--- config.mk ---
export PLATFORM = sky130hd
export DESIGN_NAME = h2c_regs
export DESIGN_NICKNAME = d
export VERILOG_FILES = /design/src/hdl/h2c_pkg.sv /design/src/hdl/h2c_regs.sv
export SDC_FILE = /design/constraint.sdc
export NUM_CORES = 2
export LEC_CHECK = 0
export BUFFER_PORTS_ARGS = -buffer_cell sky130_fd_sc_hd__buf_2
export CORE_MARGIN = 10
export CORE_UTILIZATION = 35
export DETAILED_ROUTE_END_ITERATION = 16
export GPL_ROUTABILITY_DRIVEN = 0
export GPL_TIMING_DRIVEN = 0
export PLACE_DENSITY = 0.61
export SKIP_LAST_GASP = 1
export SLEW_MARGIN = 20
export SYNTH_ARGS = -nofsm -noshare
export SYNTH_HDL_FRONTEND = slang
export SYNTH_SLANG_ARGS = --single-unit
--- constraint.sdc ---
create_clock -name clock -period 5.5 [get_ports clock]
set_clock_uncertainty 0.05 [all_clocks]
set_input_delay 0.275 -clock clock [delete_from_list [all_inputs] [get_ports clock]]
set_output_delay 0.275 -clock clock [all_outputs]
set_load 0.02 [all_outputs]
--- src/hdl/h2c_pkg.sv ---
package h2c_pkg;

   // block pointer width for 512-byte blocks
   localparam int BLK_W = 17;
   localparam int BLOCK_WORDS = 64;
   localparam int WORD_AW = 6;

   // completion buffer geometry
   localparam int SLOTS = 8;
   localparam int SLOT_AW = 3;
   localparam int BUF_AW = SLOT_AW + WORD_AW;

   // each page of the table covers 4096 blocks
   localparam int PT_ENTRIES = 32;
   localparam int PT_AW = 5;
   localparam int PAGE_AW = 12;

   // blocks requested but not yet read out
   localparam int MAX_AHEAD = 6;

   // byte offset of the block number in register data and addresses
   localparam int BLK_SHIFT = 9;

   typedef logic [BLK_W-1:0] blk_ptr_t;
   typedef logic [BLK_W+WORD_AW-1:0] word_ptr_t;

   // page base holds byte address bits 63 to 21
   typedef logic [42:0] pt_entry_t;

   typedef enum logic [12:0]
   {
      REG_STATUS  = 13'd0,
      REG_STOP    = 13'd6,
      REG_INT     = 13'd7,
      REG_PT_BASE = 13'd64
   } reg_addr_e;

   typedef struct packed
   {
      logic        cyc;
      logic        stb;
      logic        we;
      logic [12:0] adr;
      logic [63:0] dat;
   } wb_req_t;

   typedef struct packed
   {
      logic        ack;
      logic [63:0] dat;
   } wb_rsp_t;

   typedef struct packed
   {
      logic [63:0] addr;
      logic [7:0]  tag;
   } rd_req_t;

   typedef struct packed
   {
      logic        valid;
      logic [7:0]  tag;
      logic [5:0]  index;
      logic [63:0] data;
   } rd_cpl_t;

endpackage
--- src/hdl/h2c_regs.sv ---
`timescale 1ns/1ps

module h2c_regs
(
   input  logic                      clock,
   input  logic                      reset,
   input  h2c_pkg::wb_req_t          wb_req,
   output h2c_pkg::wb_rsp_t          wb_rsp,
   input  logic [h2c_pkg::PT_AW-1:0] pt_index,
   output h2c_pkg::pt_entry_t        pt_entry,
   output h2c_pkg::blk_ptr_t         stop_ptr,
   output h2c_pkg::blk_ptr_t         int_ptr,
   input  h2c_pkg::blk_ptr_t         wr_ptr
);

   h2c_pkg::pt_entry_t page_table [h2c_pkg::PT_ENTRIES];
   logic ack_q;
   logic [63:0] dat_q;
   logic access;
   logic do_write;
   logic hit_status;
   logic hit_stop;
   logic hit_int;
   logic hit_pt;
   logic [h2c_pkg::PT_AW-1:0] pt_sel;
   logic [63:0] rd_value;

   // one access per stb and ack in the following cycle
   assign access = wb_req.cyc && wb_req.stb && !ack_q;
   assign do_write = access && wb_req.we;

   assign hit_status = wb_req.adr == h2c_pkg::REG_STATUS;
   assign hit_stop = wb_req.adr == h2c_pkg::REG_STOP;
   assign hit_int = wb_req.adr == h2c_pkg::REG_INT;
   assign hit_pt = (wb_req.adr & ~13'(h2c_pkg::PT_ENTRIES - 1)) == h2c_pkg::REG_PT_BASE;
   assign pt_sel = wb_req.adr[h2c_pkg::PT_AW-1:0];

   // pointers are byte offsets on the bus
   always_comb
   begin
      rd_value = '0;
      if (hit_status)
      begin
         rd_value = 64'({wr_ptr, {h2c_pkg::BLK_SHIFT{1'b0}}});
      end
      else if (hit_stop)
      begin
         rd_value = 64'({stop_ptr, {h2c_pkg::BLK_SHIFT{1'b0}}});
      end
      else if (hit_int)
      begin
         rd_value = 64'({int_ptr, {h2c_pkg::BLK_SHIFT{1'b0}}});
      end
      else if (hit_pt)
      begin
         rd_value = {page_table[pt_sel], 21'd0};
      end
   end

   always_ff @(posedge clock)
   begin
      if (reset)
      begin
         ack_q <= 1'b0;
         stop_ptr <= '0;
         int_ptr <= '0;
      end
      else
      begin
         ack_q <= access;
         if (do_write && hit_stop)
         begin
            stop_ptr <= wb_req.dat[h2c_pkg::BLK_SHIFT +: h2c_pkg::BLK_W];
         end
         if (do_write && hit_int)
         begin
            int_ptr <= wb_req.dat[h2c_pkg::BLK_SHIFT +: h2c_pkg::BLK_W];
         end
      end
   end

   always_ff @(posedge clock)
   begin
      if (access)
      begin
         dat_q <= rd_value;
      end
      if (do_write && hit_pt)
      begin
         page_table[pt_sel] <= wb_req.dat[63:21];
      end
      // lookup port for the requester
      pt_entry <= page_table[pt_index];
   end

   assign wb_rsp.ack = ack_q;
   assign wb_rsp.dat = dat_q;

endmodule

==> results.cfg <==
[cells_and_area]
final_util_pct = 42.1
drive_gt1_share_pct = 45.7
layout.cells.non_filler = 6155
nets = 3611
fillers = 16200
stdcell_area_sq_um = 80200
syn_to_final_growth_pct = 19.6

[sta]
rsz0062_at_grt = false
slew_viol_final = 0
tightest_slew_ns = 1.30
period_share_pct = 71.3
min_period_ns = 3.92
setup_viol = 0
fmax_ghz = 0.255
slew_headroom_pct = 13.5
hold_viol = 0

[yosys]
synth_warnings = 0
yosys_register_bits = 1509
synth-compound-area-share_pct = 0.965
synthAdderAreaFrac_pct = 0
syn_inst = 2929
yosysSeqAreaShare_pct = 66.4
yosysUniqueCellTypes = 35
muxShareOfSynthArea_pct = 29.9
synth_top_family_by_area = multiplexers
netlist_area_sq_um = 67100
synthSimpleGateAreaFrac_pct = 0.925
postSynthAreaPerCell_sq_um = 22.9
synth_xor_area_share_pct = 0

[clock_network]
tritoncts.num_buffers = 159
clkSinkCount = 1509
cts_tree = built
clockRootBuffer = clkbuf_16
clock_path_buffers = 3
clk_pin_slew_ns = 0.06
cts.htree.levels = 4
insertion_delay_ns = 0.83
post_cts_resized = 0

[min_path]
hold_path_class = in -> reg
min_to = dat_q[29]
hp-start = wb_req[78]
hold_depth = 3

[worst_setup_path]
r2r-end = page_table[5][20]
worstPathRequired_ns = 5.96
startpoint = ack_q
path_buf_inv = 3
crit_chain = and3b_4 -> buf_12 -> nand2_1 -> nor2_1 -> nand3b_1 -> nor2_4 -> buf_12 -> buf_12
path_delay_family = simple AND/OR/NAND/NOR gates
cpMaxStageDelayCell = nor2_4
cp.arrival_ns = 4.39
crit_path_start_kind = flop
path_class = reg -> reg
cp_max_fo = 32
ff2ff_setup_slack_ns = 1.58
cpPeakStageDelay_ns = 0.97
crit_top_cell = buf_12
end_kind = flop
ff2ff_path_depth = 8
r2r_start = ack_q

[drt]
route.vias.total = 38200
drt_iter0_markers = 6326
wl_um = 237000
vias_per_cell = 6.21
wl_per_cell_um = 38.4
dr.pass1.iters = 6
drc = 0
ant_nets = 0

[pwr]
total_power_mw = 25.5
p_leak_nw = 25.5
cellPowerDensity_nw_per_um2 = 318
vdd_drop_max_mv = 0.370

[floorplanning]
dieArea_sq_um = 210000
core_area_sq_um = 190000
die_x_um = 458
num_io_pins = 246
die_y_um = 458
start_util_pct = 35.2
placementRows = 160

[global_route]
antenna_found_initial = 12
grt_max_degree = 35
grt_pass1_vias = 38000
grt_usage_pct = 22.1
overflow = 0
grt_pass1_wl_um = 320000

[place]
hpwl_um = 164000
dp.cells = 5780
placed_area_sq_um = 74200
io_buffers = 219

[flow_run]
max_cap_violations = 0

[outcome]
status = finished clean
[cell usage after synthesis]
cell type,number,area (sq um)
conb_1,1,3.75
buf_2,62,310
nor2_1,77,289
buf_6,11,124
mux2i_1,44,440
or4_1,2,15.0
mux4_2,850,19100
or3b_2,2,17.5
nand3_1,4,20.0
a311oi_1,5,43.8
nor4_1,3,18.8
edfxtp_1,1431,43000
nand2_1,32,120
mux2_2,43,484
nor3_1,5,25.0
inv_1,14,52.6
a21oi_1,20,100
o21ai_0,7,35.0
a222oi_1,12,120
buf_4,22,165
nor2b_1,5,31.3
o22ai_1,10,62.6
and3b_1,1,8.76
nand2b_1,1,6.26
and2_1,1,6.26
a22oi_1,6,45.0
buf_1,44,165
a211oi_1,3,22.5
a22o_1,24,210
clkbuf_1,97,364
o31ai_1,1,7.51
or3_1,4,25.0
dfxtp_1,78,1560
inv_2,2,7.51
nand3b_1,5,37.5
[logic make-up (layout without fill, tap and decap cells)]
logic type | after synthesis | in the layout
AND/OR/NAND/NOR | 142 | 142
buffers and inverters | 252 | 954
flip-flops | 1509 | 1509
AO/OA/AOI/OAI | 88 | 88
other | 1 | 14
multiplexers | 937 | 937
[tightest hold or removal path: stages]
cell and delay [ns]:
buf_2 0.10, and3b_4 0.21, buf_12 0.15
[how the worst max path moves through the flow]
stage / end / cells after the start
final: page_table[5][20] / 8
after global routing: page_table[29][23] / 9
after CTS: page_table[29][23] / 9
after detailed placement: page_table[29][33] / 9
after global placement: page_table[5][19] / 5
after floorplan: page_table[14][0] / 5
[layer usage]
metal  vias up  track usage, %  wire length, um
li1      14200               -                -
met1     20700            28.7            86600
met2      2786            34.4           110000
met3       497            6.24            27800
met4         8            10.2            12400
met5         -               0               54
[power breakdown]
group	switching (mW)	internal, mW	leakage (nW)	total (mW)
Combinational	1.21	0.831	9.44	2.05
Clock	4.78	6.01	2.53	10.8
Sequential	0.0169	12.6	13.5	12.6
[through the flow]
step           hold WS (ns)  setup WS, ns  setup TNS, ns
2_1_floorplan         0.324         0.658              0
3_3_place_gp          0.448         -5.54       -7036.78
3_5_place_dp          0.464         0.856              0
4_1_cts              0.0135          1.64              0
5_1_grt              0.0422          1.55              0
6_report             0.0555          1.58              0
[sequential cells by signal, summed over array words and instances (netlist names)]
register    count
int_ptr        17
pt_entry       43
page_table   1376
stop_ptr       17
dat_q          55
ack_q           1
[placed cells by master (no fill, tap or decap), types with 15 or more instances in the layout]
cell type / synthesis / routed
buf_4: 22 / 22
dlygate4sd3_1: 0 / 76
buf_16: 0 / 50
clkinv_2: 0 / 34
clkbuf_16: 0 / 160
nand2_1: 32 / 32
a22o_1: 24 / 24
mux2_2: 43 / 43
a21oi_1: 20 / 20
edfxtp_1: 1431 / 1431
mux4_2: 850 / 850
buf_2: 62 / 311
nor2_4: 0 / 32
buf_6: 11 / 15
nor2_1: 77 / 43
mux2i_1: 44 / 44
dfxtp_1: 78 / 78
clkbuf_2: 0 / 35
clkinv_1: 0 / 21
buf_12: 0 / 57
clkbuf_1: 97 / 97
[area by class of cell]
cell class	count	area (sq um)	share of cell area [%]
sequential	1509	44500	55.5
multi-input combinational	1176	21600	27.0
timing repair buffer	409	4460	5.57
clock buffer	202	4250	5.30
tap	2511	3140	3.92
buffer	236	1210	1.51
clock inverter	91	903	1.13
inverter	16	60.1	0.0749
antenna	5	12.5	0.0156
[timing repair]
action | CTS | global route
setup buffers | 0 | 0
hold endpoints to repair | 1433 | 0
hold buffers | 76 | 0
Note: power is estimated with default switching activity, not from simulation.
