### src/hdl/h2c_pkg.sv
package h2c_pkg;

   // block pointer width for 512-byte blocks
   localparam int BLK_W = 17;
   localparam int BLOCK_WORDS = 64;
   localparam int WORD_AW = 6;

   // completion buffer geometry
   localparam int SLOTS = 8;
   localparam int SLOT_AW = 3;
   localparam int BUF_AW = SLOT_AW + WORD_AW;

   // each page of the table covers 4096 blocks
   localparam int PT_ENTRIES = 32;
   localparam int PT_AW = 5;
   localparam int PAGE_AW = 12;

   // blocks requested but not yet read out
   localparam int MAX_AHEAD = 6;

   // byte offset of the block number in register data and addresses
   localparam int BLK_SHIFT = 9;

   typedef logic [BLK_W-1:0] blk_ptr_t;
   typedef logic [BLK_W+WORD_AW-1:0] word_ptr_t;

   // page base holds byte address bits 63 to 21
   typedef logic [42:0] pt_entry_t;

   typedef enum logic [12:0]
   {
      REG_STATUS  = 13'd0,
      REG_STOP    = 13'd6,
      REG_INT     = 13'd7,
      REG_PT_BASE = 13'd64
   } reg_addr_e;

   typedef struct packed
   {
      logic        cyc;
      logic        stb;
      logic        we;
      logic [12:0] adr;
      logic [63:0] dat;
   } wb_req_t;

   typedef struct packed
   {
      logic        ack;
      logic [63:0] dat;
   } wb_rsp_t;

   typedef struct packed
   {
      logic [63:0] addr;
      logic [7:0]  tag;
   } rd_req_t;

   typedef struct packed
   {
      logic        valid;
      logic [7:0]  tag;
      logic [5:0]  index;
      logic [63:0] data;
   } rd_cpl_t;

endpackage
### src/hdl/h2c_requester.sv
`timescale 1ns/1ps

module h2c_requester
(
   input  logic                      clock,
   input  logic                      reset,
   input  h2c_pkg::blk_ptr_t         stop_ptr,
   input  h2c_pkg::blk_ptr_t         rd_blk,
   output logic [h2c_pkg::PT_AW-1:0] pt_index,
   input  h2c_pkg::pt_entry_t        pt_entry,
   output h2c_pkg::rd_req_t          rd_req,
   output logic                      rr_valid,
   input  logic                      rr_ready
);

   h2c_pkg::blk_ptr_t req_ptr;
   h2c_pkg::blk_ptr_t req_next;
   h2c_pkg::blk_ptr_t ahead;
   logic take;
   logic below_stop;
   logic in_window;

   // blocks already in flight past the reader
   assign ahead = req_ptr - rd_blk;
   assign below_stop = req_ptr != stop_ptr;
   assign in_window = ahead < h2c_pkg::blk_ptr_t'(h2c_pkg::MAX_AHEAD);

   assign rr_valid = below_stop && in_window;
   assign take = rr_valid && rr_ready;

   assign req_next = take ? req_ptr + 1'b1 : req_ptr;

   // lookup is registered, so index with the next pointer
   assign pt_index = req_next[h2c_pkg::BLK_W-1 -: h2c_pkg::PT_AW];

   always_ff @(posedge clock)
   begin
      if (reset)
      begin
         req_ptr <= '0;
      end
      else
      begin
         req_ptr <= req_next;
      end
   end

   assign rd_req.addr = {pt_entry,
                         req_ptr[h2c_pkg::PAGE_AW-1:0],
                         {h2c_pkg::BLK_SHIFT{1'b0}}};

   // tag picks the buffer slot
   assign rd_req.tag = 8'(req_ptr[h2c_pkg::SLOT_AW-1:0]);

endmodule

### config.mk
export PLATFORM = sky130hd
export DESIGN_NAME = h2c_requester
export DESIGN_NICKNAME = d
export VERILOG_FILES = /design/src/hdl/h2c_pkg.sv /design/src/hdl/h2c_requester.sv
export SDC_FILE = /design/constraint.sdc
export NUM_CORES = 1
export LEC_CHECK = 0
export ABC_CLOCK_PERIOD_IN_PS = 2950
export BUFFER_PORTS_ARGS = -buffer_cell sky130_fd_sc_hd__buf_2
export CORE_MARGIN = 4
export CORE_UTILIZATION = 42
export DETAILED_ROUTE_END_ITERATION = 7
export GPL_ROUTABILITY_DRIVEN = 0
export PLACE_DENSITY = 0.79
export SYNTH_ARGS = -nofsm -noshare
export SYNTH_HDL_FRONTEND = slang
export SYNTH_SLANG_ARGS = --single-unit
### constraint.sdc
create_clock -name clock -period 2.95 [get_ports clock]
set_input_delay 0.295 -clock clock [delete_from_list [all_inputs] [get_ports clock]]
set_output_delay 0.295 -clock clock [all_outputs]
set_load 0.01 [all_outputs]
==> results of run 1 <==
## per-stage QoR
stage          total power [uW]  area [um^2]  std cells    util
2_1_floorplan             411.5         3092        406       -
3_3_place_gp              403.4         3352        521  0.5132
3_5_place_dp              407.7         3352        521  0.5132
4_1_cts                   598.8         3550        530  0.5435
5_1_grt                   636.5         3695        534  0.5657
6_report                  606.0         3695        534  0.5657
## placed cells by master (no fill, tap or decap), drive strengths merged, types with 3 or more instances in the layout
master / netlist / layout
nand3: 12 / 12
a21o: 9 / 9
dfxtp: 17 / 17
nand4b: 3 / 3
o22ai: 3 / 3
nor4b: 3 / 3
nand4: 10 / 10
nor4: 3 / 3
nand2: 24 / 24
o21ai: 13 / 13
a211oi: 4 / 4
nor3: 6 / 6
clkbuf: 8 / 3
ha: 16 / 16
o21a: 4 / 4
inv: 21 / 21
nor2b: 11 / 11
mux2: 9 / 9
nor2: 27 / 27
xnor2: 17 / 17
xor2: 9 / 9
a21oi: 30 / 30
o2111ai: 3 / 3
and3: 6 / 6
a31o: 4 / 4
or3: 4 / 4
buf: 79 / 134
nand2b: 5 / 5
conb: 1 / 14
## logic make-up after synthesis
| family | Yosys count |
|---|---|
| and+or+nand+nor | 125 |
| buffers and inverters | 108 |
| AOI/OAI and AO/OA | 90 |
| xor gates and xnor gates | 26 |
| adders and majority gates | 17 |
| DFF | 17 |
| muxes | 9 |
| other | 1 |
## layer usage
metal,vias up,wire [um],global-route usage
met3,46,626,0.02562
li1,1437,-,-
met1,1393,3459,0.2360
met2,176,4375,0.3507
met5,-,0,0
met4,0,336,0.07915
## final cells by class
class,instances,area share
multi-input cells,281,0.5960
repair buffers,134,0.2462
flip-flops and latches,17,0.09787
well taps,77,0.02608
inverters,21,0.02133
clock buffers,3,0.01118
clock inverters,1,0.001355
## worst paths after layout
path | slack (ns) | cells past startpoint | to | from
hold / removal | 0.48 | 2 | req_ptr[3] | reset
hold reg to reg | 0.67 | 2 | req_ptr[16] | req_ptr[16]
setup reg to reg | -0.39 | 15 | req_ptr[9] | req_ptr[0]
setup / recovery | -0.39 | 15 | req_ptr[9] | req_ptr[0]
## timing repair
action                     4_1_cts  5_1_grt
gates resized for setup         23       23
pin swaps                       13       23
setup buffers                    8        7
setup endpoints to repair       17       21
## power groups by stage
stage                     clock (uW)  sequential (uW)  combinational (uW)
after floorplan                    0              232                 180
after global placement             0              232                 172
after detailed placement           0              232                 176
after CTS                        191              226                 181
after global routing             200              226                 210
final                            188              226                 192
==> metrics.yaml, run 1 <==
synthesis:
  synthAdderAreaFrac: 0.07609
  async_reset_ff_frac: 0
  synth_area_um2: 2894
  yosys_warnings: 0
  synth_top_flop_cell: "dfxtp_1"
  synthMuxAreaShare: 0.03502
  synth_top_area_frac: 0.1868
  synth-seq-cells: 17
  yosys-top-cells-area: "buf_4, dfxtp_1, ha_1"
  synthXorXnorAreaFrac: 0.07869
  synth_top_family_by_area: "simple AND/OR/NAND/NOR gates"
  avgSynthCellArea_um2: 7.364
  synth-seq-area-share: 0.1176
  synthMostInstantiatedCell: "buf_4"
  syn_inst: 393
  synth-compound-area-share: 0.2071
  ys_types: 64
  synth_commonest_cells: "buf_4, a21oi_1, nor2_1"
  yosysTopAreaCell: "buf_4"
  synth-edff-count: 0
  synthSimpleGateAreaFrac: 0.2456
power:
  powerDensity_nw_per_um2: 164.0
  power_frac_seq: 0.374
  comb_power_share: 0.317
  power.internal_uw: 414.6
  swShare: 0.3159
  leakage_uw: 0.001788
  pwr-share-clk: 0.310
  power_switching_uw: 191.4
  max-vdd-ir-drop_mv: 0.1966
routing:
  final_antenna_net_count: 0
  wire_per_inst_um: 16.47
  finalWirelength_um: 8797
  via_per_inst: 5.715
  drtPass1Iterations: 5
  via_count: 3052
  drtIter0Drc: 203
  drc_errors: 0
placed_design:
  io_buffers: 57
  dp_slack_ns: -0.4180
  hpwlAfterDp_um: 6845
finish:
  syn_to_final_growth_pct: 27.67
  ff_latch_area_um2: 361.6
  multi_input_area_um2: 2202
  top_register: "req_ptr"
  diodes: 0
  n_fill_cell: 566
  drive_above_1_share: 0.4573
  largest_reg_flops: 17
  top_regs: "req_ptr (17)"
  final_nets: 555
clock_tree:
  cts_buffers: 3
  clk_path_buf_depth: 2
  clkTransAtPathRegs_ns: 0.07
  cts_tree: "built"
  cts_root_buffer: "clkbuf_8"
  cts_sinks: 17
  clock_latency_ns: 0.26
  cts_hold_buf: 0
  h-tree-depth: 1
critical_path:
  critPathRequiredTime_ns: 3.10
  path_common_cell: "buf_4"
  cp_cell_sequence: "nor2b_4 > fa_2 > nand2b_4 > a21oi_2 > o21a_1 > buf_4 > o21ai_0 > a21boi_2 > nand4_1 > or2_4 > buf_4 > buf_6 > buf_4 > nor4b_4 > mux2_4"
  critical_path_buf_inv_count: 4
  critPathCaptureType: "register"
  crit_fanout: 5
  startpoint_type: "register"
  arrival_ns: 3.49
  slowest_delay_ns: 0.38
  critPathKind: "register to register"
  path_delay_family: "simple AND/OR/NAND/NOR gates"
  worst_path_max_delay_cell: "fa_2"
timing:
  setup-tns-final_ns: -2.596
  holdWs_ns: 0.4769
  max_freq_mhz: 299.7
  slew_violations: 0
  finalSetupViolCount: 10
  final.min_clock_period_ns: 3.337
  slew_headroom: 0.6575
  finalHoldViolations: 0
  period_share: 1.131
  rsz0062_at_grt: "yes"
  layout_setup_ws_ns: -0.3867
  worst_pin_slew_ns: 0.5066
  final.setup_skew_ns: 0.003180
die:
  die_y_um: 91.01
  core-area_um2: 6531
  start_util: 0.4431
  dieArea_um2: 8283
  die_x_um: 91.01
  ios: 158
  rows: 29
grt:
  grt.total_usage: 0.1960
  grt_pass1_vias: 2933
  grt-ovfl-total: 0
  grt_pass1_wl_um: 13620
  antenna_found_initial: 0
  grt_max_degree: 30
flow_run:
  drv_cap: 0
status:
  status: "complete, but fails checks"
  violations: "negative setup slack"
worst_hold_path:
  hold_path.class: "input port to register"
No activity file was read; power rests on OpenSTA's default activity.
==> inputs of run 2 (changes only) <==
CTS_CLUSTER_DIAMETER = 200   (was default)
RECOVER_POWER = 25   (was default)
SKIP_CTS_REPAIR_TIMING = 1   (was default)
==> run 2 against run 1 <==
Against the previous run:
- the run still ends with negative setup slack left
- combinational power shrank 5%
- first-iteration DRC count shrank 5.9%
- clock-buffer cell count is the same
- non-clock buffer count shrank 3
- worst hold slack gained 0.0077 ns
- maximum frequency shrank 1.4%
- setup slack lost 0.048 ns
- register-to-register slack gained 0.097 ns
- clock skew grew 0.00087 ns
- global-route usage shrank 0.47 points
- highest routed layer unchanged
==> metrics.yaml, run 2 (synthesis gave the netlist of run 1 again) <==
status:
  status: "complete, but fails checks"
  violations: "negative setup slack"
die:
  core-area_um2: 6531  # unchanged
  start_util: 0.4431  # unchanged
  die_y_um: 91.01  # unchanged
  dieArea_um2: 8283  # unchanged
  ios: 158  # unchanged
  rows: 29  # unchanged
  die_x_um: 91.01  # unchanged
finish:
  n_fill_cell: 583  # +3.0%
  final_common_cell: "buf_4"
  finalNonFillerCells: 531  # -0.56%
  drive_above_1_share: 0.4295  # -0.02781
  multi_input_area_um2: 2108  # -4.3%
  top_register: "req_ptr"
  final_cell_mix: "buf_4, buf_2, nor2_1, a21oi_1, nand2_1"
  postLayoutCoreUtil: 0.5473  # -0.01839
  final_nets: 552  # -0.54%
  top_regs: "req_ptr (17)"
  diodes: 0  # unchanged
  ff_latch_area_um2: 361.6  # unchanged
  syn_to_final_growth_pct: 23.52
  largest_reg_flops: 17  # unchanged
placed_design:
  io_buffers: 57  # unchanged
  dp_slack_ns: -0.4180  # unchanged
  hpwlAfterDp_um: 6845  # unchanged
  dp_cells: 521  # unchanged
timing:
  setup-tns-final_ns: -2.875  # -0.2781 ns
  final.min_clock_period_ns: 3.385  # +0.04821 ns
  finalSetupViolCount: 16  # +6
  layout_setup_ws_ns: -0.4349  # -0.04821 ns
  worst_pin_slew_ns: 0.5077  # +0.001087 ns
  period_share: 1.147  # +0.01634
  holdWs_ns: 0.4846  # +0.007743 ns
  rsz0062_at_grt: "yes"
  finalHoldViolations: 0  # unchanged
  slew_violations: 0  # unchanged
  final.setup_skew_ns: 0.004052  # +0.0008724 ns
  max_freq_mhz: 295.4  # -1.4%
  slew_headroom: 0.6568  # -0.0007360
critical_path:
  critPathCaptureType: "output pin"
  arrival_ns: 3.09  # -0.40 ns
  r2r_cells: 13  # -2
  critPathKind: "register to output pin"
  crit_fanout: 6  # +1
  crit_path_end: "pt_index[2]"
  startpoint_type: "register"
  critPathRequiredTime_ns: 2.65  # -0.45 ns
  r2r_slack_ns: -0.29  # +0.10 ns
  reg2reg_from: "req_ptr[0]"
  critPathLaunch: "req_ptr[0]"
  r2r-end: "req_ptr[8]"
clock_tree:
  clkTransAtPathRegs_ns: 0.07  # about the same
  cts_buffers: 3  # unchanged
  clock_latency_ns: 0.27  # about the same
  cts_sinks: 17  # unchanged
  h-tree-depth: 1  # unchanged
  clk_path_buf_depth: 2  # unchanged
  cts_tree: "built"
  cts_root_buffer: "clkbuf_8"
routing:
  final_antenna_net_count: 0  # unchanged
  via_count: 3034  # -0.59%
  drtIter0Drc: 191  # -5.9%
  wire_per_inst_um: 16.33  # -0.89%
  via_per_inst: 5.714  # about the same
  drtPass1Iterations: 5  # unchanged
  finalWirelength_um: 8670  # -1.4%
  drc_errors: 0  # unchanged
grt:
  antenna_found_initial: 0  # unchanged
  grt-ovfl-total: 0  # unchanged
  grt_max_degree: 30  # unchanged
  grt_pass1_vias: 2889  # -1.5%
  grt.total_usage: 0.1913  # -0.004654
  grt_pass1_wl_um: 13320  # -2.2%
power:
  leakage_uw: 0.001765  # -1.3%
  powerDensity_nw_per_um2: 167.5  # +2.1%
  max-vdd-ir-drop_mv: 0.1937  # -1.5%
worst_hold_path:
  hold_path.class: "input port to register"
flow_run:
  drv_cap: 0  # unchanged
run 2: worst min-delay path by stage:
stage	startpoint	to	cells after the start
2_1_floorplan	req_ptr[1]	req_ptr[1]	2
3_3_place_gp	pt_entry[9]	rd_req[38]	0
3_5_place_dp	pt_entry[9]	rd_req[38]	0
4_1_cts	reset	req_ptr[3]	2
5_1_grt	reset	req_ptr[3]	2
6_report	reset	req_ptr[3]	2
run 2: cell type report:
type	count	share of cell area
multi-input cells	281	0.5898
repair buffers	131	0.2471
flip-flops and latches	17	0.1012
well taps	77	0.02695
inverters	21	0.02205
clock buffers	3	0.01155
clock inverters	1	0.001400
run 2: through the flow:
stage	area, um^2	total power, uW
4_1_cts	3398	594.3
3_3_place_gp	3352	403.4
2_1_floorplan	3092	411.5
6_report	3575	598.8
3_5_place_dp	3352	407.7
5_1_grt	3575	626.0
run 2: critical path: stages, from the launching register on:
cell	delay, ns
dfxtp_2	0.35
nor2b_4	0.05
fa_2	0.41
nand2b_4	0.17
a21o_1	0.23
a31o_2	0.25
a21boi_0	0.17
o22ai_1	0.14
a21o_1	0.21
or2_4	0.27
or3_4	0.38
nand2_2	0.08
buf_6	0.10
run 2: routing by layer:
layer  part of all wire  vias up  global-route usage
li1                   -     1429                   -
met5                  0        -                   0
met2               0.50      179              0.3360
met3              0.073       33             0.02479
met4              0.029        0             0.08291
met1               0.40     1393              0.2335
run 2: power breakdown:
group / leakage [uW] / internal (uW) / switching (uW)
clock network: 0.0000255 / 94.4 / 94.8
registers: 0.000143 / 226 / 0.000177
logic: 0.00160 / 89.0 / 94.2
total: 0.00176 / 410 / 189
