### config.mk
export PLATFORM = sky130hd
export DESIGN_NAME = h2c_fwft_out
export DESIGN_NICKNAME = d
export VERILOG_FILES = /design/src/hdl/h2c_pkg.sv /design/src/hdl/h2c_fwft_out.sv
export SDC_FILE = /design/constraint.sdc
export NUM_CORES = 1
export LEC_CHECK = 0
export BUFFER_PORTS_ARGS = -buffer_cell sky130_fd_sc_hd__buf_2
export CORE_UTILIZATION = 42
export DETAILED_ROUTE_END_ITERATION = 6
export PLACE_DENSITY_LB_ADDON = 0.15
export SYNTH_ARGS = -nofsm -noshare
export SYNTH_HDL_FRONTEND = slang
export SYNTH_SLANG_ARGS = --single-unit
### constraint.sdc
create_clock -name clock -period 5.33 [get_ports clock]
set_input_delay 0.533 -clock clock [delete_from_list [all_inputs] [get_ports clock]]
set_output_delay 0.533 -clock clock [all_outputs]
set_load 0.01 [all_outputs]
### src/hdl/h2c_pkg.sv
package h2c_pkg;

   // block pointer width for 512-byte blocks
   localparam int BLK_W = 17;
   localparam int BLOCK_WORDS = 64;
   localparam int WORD_AW = 6;

   // completion buffer geometry
   localparam int SLOTS = 8;
   localparam int SLOT_AW = 3;
   localparam int BUF_AW = SLOT_AW + WORD_AW;

   // each page of the table covers 4096 blocks
   localparam int PT_ENTRIES = 32;
   localparam int PT_AW = 5;
   localparam int PAGE_AW = 12;

   // blocks requested but not yet read out
   localparam int MAX_AHEAD = 6;

   // byte offset of the block number in register data and addresses
   localparam int BLK_SHIFT = 9;

   typedef logic [BLK_W-1:0] blk_ptr_t;
   typedef logic [BLK_W+WORD_AW-1:0] word_ptr_t;

   // page base holds byte address bits 63 to 21
   typedef logic [42:0] pt_entry_t;

   typedef enum logic [12:0]
   {
      REG_STATUS  = 13'd0,
      REG_STOP    = 13'd6,
      REG_INT     = 13'd7,
      REG_PT_BASE = 13'd64
   } reg_addr_e;

   typedef struct packed
   {
      logic        cyc;
      logic        stb;
      logic        we;
      logic [12:0] adr;
      logic [63:0] dat;
   } wb_req_t;

   typedef struct packed
   {
      logic        ack;
      logic [63:0] dat;
   } wb_rsp_t;

   typedef struct packed
   {
      logic [63:0] addr;
      logic [7:0]  tag;
   } rd_req_t;

   typedef struct packed
   {
      logic        valid;
      logic [7:0]  tag;
      logic [5:0]  index;
      logic [63:0] data;
   } rd_cpl_t;

endpackage
### src/hdl/h2c_fwft_out.sv
`timescale 1ns/1ps

module h2c_fwft_out
(
   input  logic                       clock,
   input  logic                       reset,
   input  h2c_pkg::blk_ptr_t          wr_ptr,
   output logic [h2c_pkg::BUF_AW-1:0] rd_addr,
   input  logic [63:0]                rd_data,
   output logic [63:0]                fifo_data,
   output logic                       fifo_valid,
   input  logic                       fifo_pop,
   output h2c_pkg::blk_ptr_t          rd_blk
);

   h2c_pkg::word_ptr_t rd_word;
   h2c_pkg::word_ptr_t wr_word;
   h2c_pkg::word_ptr_t held_word;
   logic a_valid;
   logic b_valid;
   logic a_cken;
   logic b_cken;
   logic [63:0] b_data;

   assign wr_word = {wr_ptr, {h2c_pkg::WORD_AW{1'b0}}};
   assign held_word = rd_word - 1'b1;
   assign rd_blk = rd_word[h2c_pkg::WORD_AW +: h2c_pkg::BLK_W];

   // fetch stage lives in the buffer's read register
   assign a_cken = (rd_word != wr_word) && (!a_valid || !b_valid || fifo_pop);
   assign b_cken = a_valid && (!b_valid || fifo_pop);

   // on a stall keep reading the word held in the fetch stage
   assign rd_addr = a_cken ? rd_word[h2c_pkg::BUF_AW-1:0] : held_word[h2c_pkg::BUF_AW-1:0];

   always_ff @(posedge clock)
   begin
      if (reset)
      begin
         rd_word <= '0;
         a_valid <= 1'b0;
         b_valid <= 1'b0;
      end
      else
      begin
         if (a_cken)
         begin
            rd_word <= rd_word + 1'b1;
         end
         a_valid <= a_cken || (a_valid && !b_cken);
         b_valid <= b_cken || (b_valid && !fifo_pop);
      end
   end

   always_ff @(posedge clock)
   begin
      if (b_cken)
      begin
         b_data <= rd_data;
      end
   end

   assign fifo_data = b_data;
   assign fifo_valid = b_valid;

endmodule

==> metrics.yaml, run 1 <==
run_status:
  status: "finished clean"
timing:
  fin_hold_ws_ps: 337
  tightest_slew_ps: 782
  setup_ws_ps: 2310
  setup-violations-final: 0
  skew_ps: 9.02
  hold_violations: 0
  period_needed_ps: 3020
  fin_crit_sh_pct: 56.7
  rsz0062_at_grt: "false"
  tns_ps: 0
  slew_violations: 0
  relSlewSlack_pct: 47.9
  fmax_mhz: 331
clock_tree:
  cts_tree: "yes"
  cts_sinks: 89
  cts_resized: 0
  clk_pin_slew_ps: 100
  cts_buffers: 9
  clockRootBuffer: "clkbuf_8"
  cts_buffer_depth: 2
  post_cts_buffers: 0
  h-tree-depth: 3
  ctsHoldBuffers: 0
  worstSkewPairLatency_ps: 360
layout:
  area_growth_pct: 26.6
  final_area_mm2: 0.00479
  layout-drive-gt1-share_pct: 43.3
  n_antenna_cell: 0
  num-fill-cells: 769
  nNetsFinal: 541
synthesis:
  synthTopCellsByCount: "edfxtp_1, dfxtp_1, nor2_1"
  synth.avg_cell_area_um2: 12.6
  synth-seq-area-share_pct: 64.0
  synthArstFlopShare_pct: 0
  synth_area_mm2: 0.00378
  synth_cell_types: 45
  synth_top_area_cell: "edfxtp_1"
  syn_nets: 386
  yosysMostFrequentCell: "edfxtp_1"
  synth_top_cell_area_share_pct: 50.8
  synth-main-ff-cell: "edfxtp_1"
  synthTopCellsByArea: "edfxtp_1, dfxtp_1, xnor2_1"
  ys_warn_count: 0
  syn_inst: 300
  ys_ff_latch: 89
  synth_edf_count: 64
placed_design:
  place_area_mm2: 0.00460
  dp_hpwl_um: 6500
  numPortBuffers: 174
  gp_congestion: 0.866
  dp_slack_ps: 2640
critical_path:
  path_buf_inv: 2
  crit_family: "simple AND/OR/NAND/NOR gates"
  crit_type: "reg2out"
  critical-path-slowest-cell: "nor2_1"
  cp_max_fo: 7
  critPathLaunchType: "flip-flop"
  cp-end-kind: "output pin"
  slowest_delay_ps: 430
  cp.required_ps: 4800
  cp.arrival_ps: 2490
  path_cells: "inv_1, ha_1, nor3b_4, nand4_1, nor2_1, nand2_1, o311ai_1, buf_2"
power_and_ir_drop:
  vdd_drop_max_mv: 0.135
  p_switching_uw: 378
  seqPwrFrac_pct: 56.3
  p_leak_nw: 1.99
  swShare_pct: 26.6
  clkPwrFrac_pct: 30.8
  p_per_area_mw_per_mm2: 297
  intPower_mw: 1.04
  comb_power_share_pct: 12.9
global_route:
  grt_pass1_vias: 2683
  grt_use_total_pct: 19.0
  antenna_found_initial: 0
  grt-ovfl-total: 0
  grt_pass1_wl_um: 14000
  grt_max_degree: 65
drt:
  wl_um: 8790
  ant_nets: 0
  dr.pass1.iters: 4
  drc: 0
  num_vias: 2849
  vias_per_cell: 5.02
  wire_per_inst_um: 15.5
  first_iter_violations: 114
floorplanning:
  ios: 175
  core_area_mm2: 0.00872
  fp.dieW_um: 96.9
  rows: 34
  start_util_pct: 43.4
  die_y_um: 96.9
  die_area_mm2: 0.00939
hold_path:
  min_path_type: "in2reg"
flow_run:
  drv_cap: 0
==> logic make-up (layout without fill, tap and decap cells) <==
kind of cell / count (synthesis) / after routing / synth area share [%]
xor gates and xnor gates: 35 / 35 / 8.30
muxes: 2 / 2 / 0.529
adders and majority gates: 2 / 2 / 0.661
AOI/OAI and AO/OA: 26 / 26 / 4.70
DFF: 89 / 89 / 64.0
buffers and inverters: 41 / 201 / 6.35
and+or+nand+nor: 105 / 105 / 15.4
==> placed cells by master (no fill, tap or decap), drive strengths merged, types with 12 or more instances in the layout <==
cell | Yosys | final
edfxtp | 64 | 64
inv | 10 | 14
dfxtp | 25 | 25
xnor2 | 23 | 23
buf | 23 | 175
nor2 | 25 | 25
nand3 | 12 | 12
nor3 | 17 | 17
xor2 | 12 | 12
nand2 | 17 | 17
==> stage by stage <==
step,power (mW),utilization [%],cells
floorplan,0.917,-,300
global placement,0.996,52.8,552
detailed placement,1.00,52.8,552
CTS,1.43,54.9,568
global route,1.49,54.9,568
finish,1.42,54.9,568
==> power by group through the flow <==
| stage | registers (mW) | clock network, mW | logic (mW) |
|---|---|---|---|
| after floorplan | 0.833 | 0 | 0.0841 |
| after global placement | 0.815 | 0 | 0.181 |
| after detailed placement | 0.816 | 0 | 0.184 |
| after CTS | 0.800 | 0.450 | 0.185 |
| after global routing | 0.805 | 0.481 | 0.201 |
| final | 0.800 | 0.437 | 0.183 |
==> final cells by class <==
type | instances | area [µm²] | area share (%)
clock buffer | 9 | 124 | 2.59
clock inverter | 7 | 60.1 | 1.25
inverter | 10 | 37.5 | 0.784
multi-input combinational | 170 | 1130 | 23.6
sequential | 89 | 2420 | 50.6
tap | 108 | 135 | 2.82
timing repair buffer | 175 | 878 | 18.3
==> final timing paths <==
| kind | start | to | slack [ps] | depth (start not counted) |
|---|---|---|---|---|
| min reg2reg | a_valid$_SDFF_PP0_ | fifo_valid$_SDFF_PP0_ | 540 | 2 |
| max | rd_word[0]$_SDFFE_PP0P_ | rd_addr[7] | 2310 | 8 |
| min | rd_data[28] | fifo_data[28]$_DFFE_PP_ | 340 | 1 |
| max reg2reg | fifo_valid$_SDFF_PP0_ | rd_word[22]$_SDFFE_PP0P_ | 3170 | 5 |
==> registers in the layout, summed over array words and instances, names as in the netlist <==
| name | count |
|---|---|
| fifo_data | 64 |
| fifo_valid | 1 |
| a_valid | 1 |
| rd_word | 23 |
==> per-layer routing <==
metal	wire length, µm	track usage, %	vias up
li1	-	-	1372
met1	3730	24.2	1331
met2	4290	31.6	132
met3	646	4.48	14
met4	130	6.89	0
met5	0	0	-
Power figures use the tool's default switching activity.
==> run 2, diff against run 1 <==
--- a/config.mk
+++ b/config.mk
@@ -5,8 +5,9 @@
 export SDC_FILE = /design/constraint.sdc
 export NUM_CORES = 1
 export LEC_CHECK = 0
+export ABC_AREA = 1
 export BUFFER_PORTS_ARGS = -buffer_cell sky130_fd_sc_hd__buf_2
-export CORE_UTILIZATION = 42
+export CORE_UTILIZATION = 43
 export DETAILED_ROUTE_END_ITERATION = 6
 export PLACE_DENSITY_LB_ADDON = 0.15
 export SYNTH_ARGS = -nofsm -noshare
==> constraint.sdc (replaced) <==
create_clock -name clock -period 2.4 [get_ports clock]
set_input_delay 0.24 -clock clock [delete_from_list [all_inputs] [get_ports clock]]
set_output_delay 0.24 -clock clock [all_outputs]
set_load 0.01 [all_outputs]
==> run 2 against run 1 <==
Compared with the run above:
- global-route usage increased by 0.61 points
- final cell count up 21%
- clock-buffer cell count is 1 higher
- die area is 1.4% higher
- first-iteration DRC count fell by 31%
- worst hold slack worse by 270 ps
- sequential share of layout area decreased by 2.2 points
- clock skew rose by 3.4 ps
- non-clock buffer count increased by 3
- combinational power rose by 80%
- via count is 14% higher
- utilization grew 2.3 points
==> metrics.yaml, run 2 <==
timing:
  fin_hold_ws_ps: 62.6
  setup-violations-final: 0
  slew_violations: 0
  tns_ps: 0
  fin_crit_sh_pct: 90.9
  tightest_slew_ps: 580
  relSlewSlack_pct: 61.3
  rsz0062_at_grt: "false"
  skew_ps: 12.5
  hold_violations: 0
  fmax_mhz: 458
  period_needed_ps: 2180
synthesis:
  syn_nets: 493
  ys_warn_count: 0
  synth_edf_count: 64
  syn_inst: 407
  yosysMostFrequentCell: "nand2_1"
  synth_top_cell_area_share_pct: 48.9
  synth.avg_cell_area_um2: 9.65
  synthArstFlopShare_pct: 0
  synth-seq-area-share_pct: 61.7
  synth_cell_types: 29
  synth-main-ff-cell: "edfxtp_1"
  synth_area_mm2: 0.00393
  ys_ff_latch: 89
  synthTopCellsByCount: "nand2_1, edfxtp_1, inv_1"
  synthTopCellsByArea: "edfxtp_1, dfxtp_1, nand2_1"
  synth_top_area_cell: "edfxtp_1"
layout:
  layout-drive-gt1-share_pct: 37.9
  area_growth_pct: 27.7
  final_common_cell: "buf_2"
  num-fill-cells: 814
  largest_reg_flops: 64
  final_cell_mix: "buf_2, nand2_1, edfxtp_1"
  n_antenna_cell: 0
  nNetsFinal: 659
drt:
  ant_nets: 0
  dr.pass1.iters: 4
  vias_per_cell: 4.73
  drc: 0
  wire_per_inst_um: 13.5
  first_iter_violations: 79
  wl_um: 9270
  num_vias: 3246
global_route:
  antenna_found_initial: 0
  grt_pass1_vias: 3011
  grt_pass1_wl_um: 14600
  grt-ovfl-total: 0
  grt_max_degree: 65
  grt_use_total_pct: 19.6
critical_path:
  cp.arrival_ps: 1940
  cp.required_ps: 2160
  crit_type: "reg2out"
  cp-end-kind: "output pin"
  crit_start: "rd_word[0]$_SDFFE_PP0P_"
  critPathLaunchType: "flip-flop"
  r2r-start: "rd_word[0]$_SDFFE_PP0P_"
  cp_max_fo: 5
floorplanning:
  fp.dieW_um: 97.6
  die_area_mm2: 0.00952
  rows: 34
  die_y_um: 97.6
  core_area_mm2: 0.00876
  ios: 175
  start_util_pct: 44.8
hold_path:
  min_path_type: "in2reg"
  holdCritStartpoint: "rd_data[10]"
flow_run:
  drv_cap: 0
power_and_ir_drop:
  p_leak_nw: 2.29
  p_per_area_mw_per_mm2: 602
  vdd_drop_max_mv: 0.310
clock_tree:
  cts_buffers: 9
  clockRootBuffer: "clkbuf_8"
  h-tree-depth: 3
  clk_pin_slew_ps: 100
  cts_tree: "yes"
  cts_sinks: 89
  worstSkewPairLatency_ps: 340
  cts_buffer_depth: 2
  ctsHoldBuffers: 0
placed_design:
  gp_congestion: 0.829
  dp_hpwl_um: 7100
  numPortBuffers: 174
run_status:
  status: "finished clean"
[run 2: cell types whose count changed after synthesis, moves of 7 or more]
cell and delta:
or3_1 -7, inv_2 +8, nand2_1 +85, a21oi_1 +11
xnor2_1 -22, inv_1 +33, clkbuf_1 -7, nor2_1 +17
nand3_1 +10, o21ai_0 +11
[run 2: layer usage]
| metal | part of all wire, % | track usage (%) | vias to the layer above |
|---|---|---|---|
| li1 | - | - | 1642 |
| met1 | 42 | 23.4 | 1470 |
| met2 | 51 | 34.5 | 126 |
| met3 | 5.9 | 4.32 | 8 |
| met4 | 1.0 | 7.47 | 0 |
| met5 | 0 | 0 | - |
[run 2: repair_timing]
| item | in CTS | in global routing |
|---|---|---|
| setup endpoints to repair | 0 | 9 |
| buffers inserted | 0 | 1 |
| gates resized for setup | 0 | 6 |
[run 2: report_power, final]
group | leakage, nW | internal (mW) | total (mW) | switching, mW
Sequential | 0.823 | 1.73 | 1.75 | 0.0209
Clock | 0.0835 | 0.388 | 0.943 | 0.554
Combinational | 1.39 | 0.141 | 0.329 | 0.188
Total | 2.29 | 2.26 | 3.02 | 0.764
[run 2: final timing paths]
| path | to | slack [ps] | depth (start not counted) |
|---|---|---|---|
| min reg2reg | fifo_valid$_SDFF_PP0_ | 530 | 2 |
| max | rd_addr[0] | 220 | 9 |
| min | fifo_data[10]$_DFFE_PP_ | 60 | 1 |
| max reg2reg | rd_word[22]$_SDFFE_PP0P_ | 620 | 8 |
[run 2: layout make-up]
type	instances	area, µm²	area share [%]
well taps	108	135	2.69
multi-input cells	242	1170	23.2
flip-flops and latches	89	2430	48.4
inverters	53	199	3.97
clock inverters	6	50.0	0.998
clock buffers	10	128	2.54
repair buffers	178	913	18.2
[run 2: critical path, stage by stage (launching register included)]
cell     delay, ps
dfxtp_1        360
inv_1           90
ha_1           230
nand3_2        160
nor2_2         200
nand3_4        130
buf_4          160
nand3_1         60
nand2_1         70
buf_2          140
[run 2: cells by family (layout without fill, tap and decap cells)]
kind of cell    Yosys count  count (layout)  share of synthesized area, %
buf+inv                  76             247                          9.43
xor+xnor                  8               8                          1.78
fa+ha+maj                 2               2                         0.637
simple gates            195             195                          21.5
compound gates           37              37                          5.00
flops                    89              89                          61.7
[run 2: stage by stage]
stage	instance area [µm²]	setup WS, ps	instances	power [mW]	util, %
after global placement	4810	459	669	2.11	54.9
after detailed placement	4810	472	669	2.12	54.9
after floorplan	3940	516	407	1.95	-
after CTS	4990	70.7	685	3.06	56.9
final	5020	218	686	3.02	57.3
after global routing	5020	33.3	686	3.15	57.3
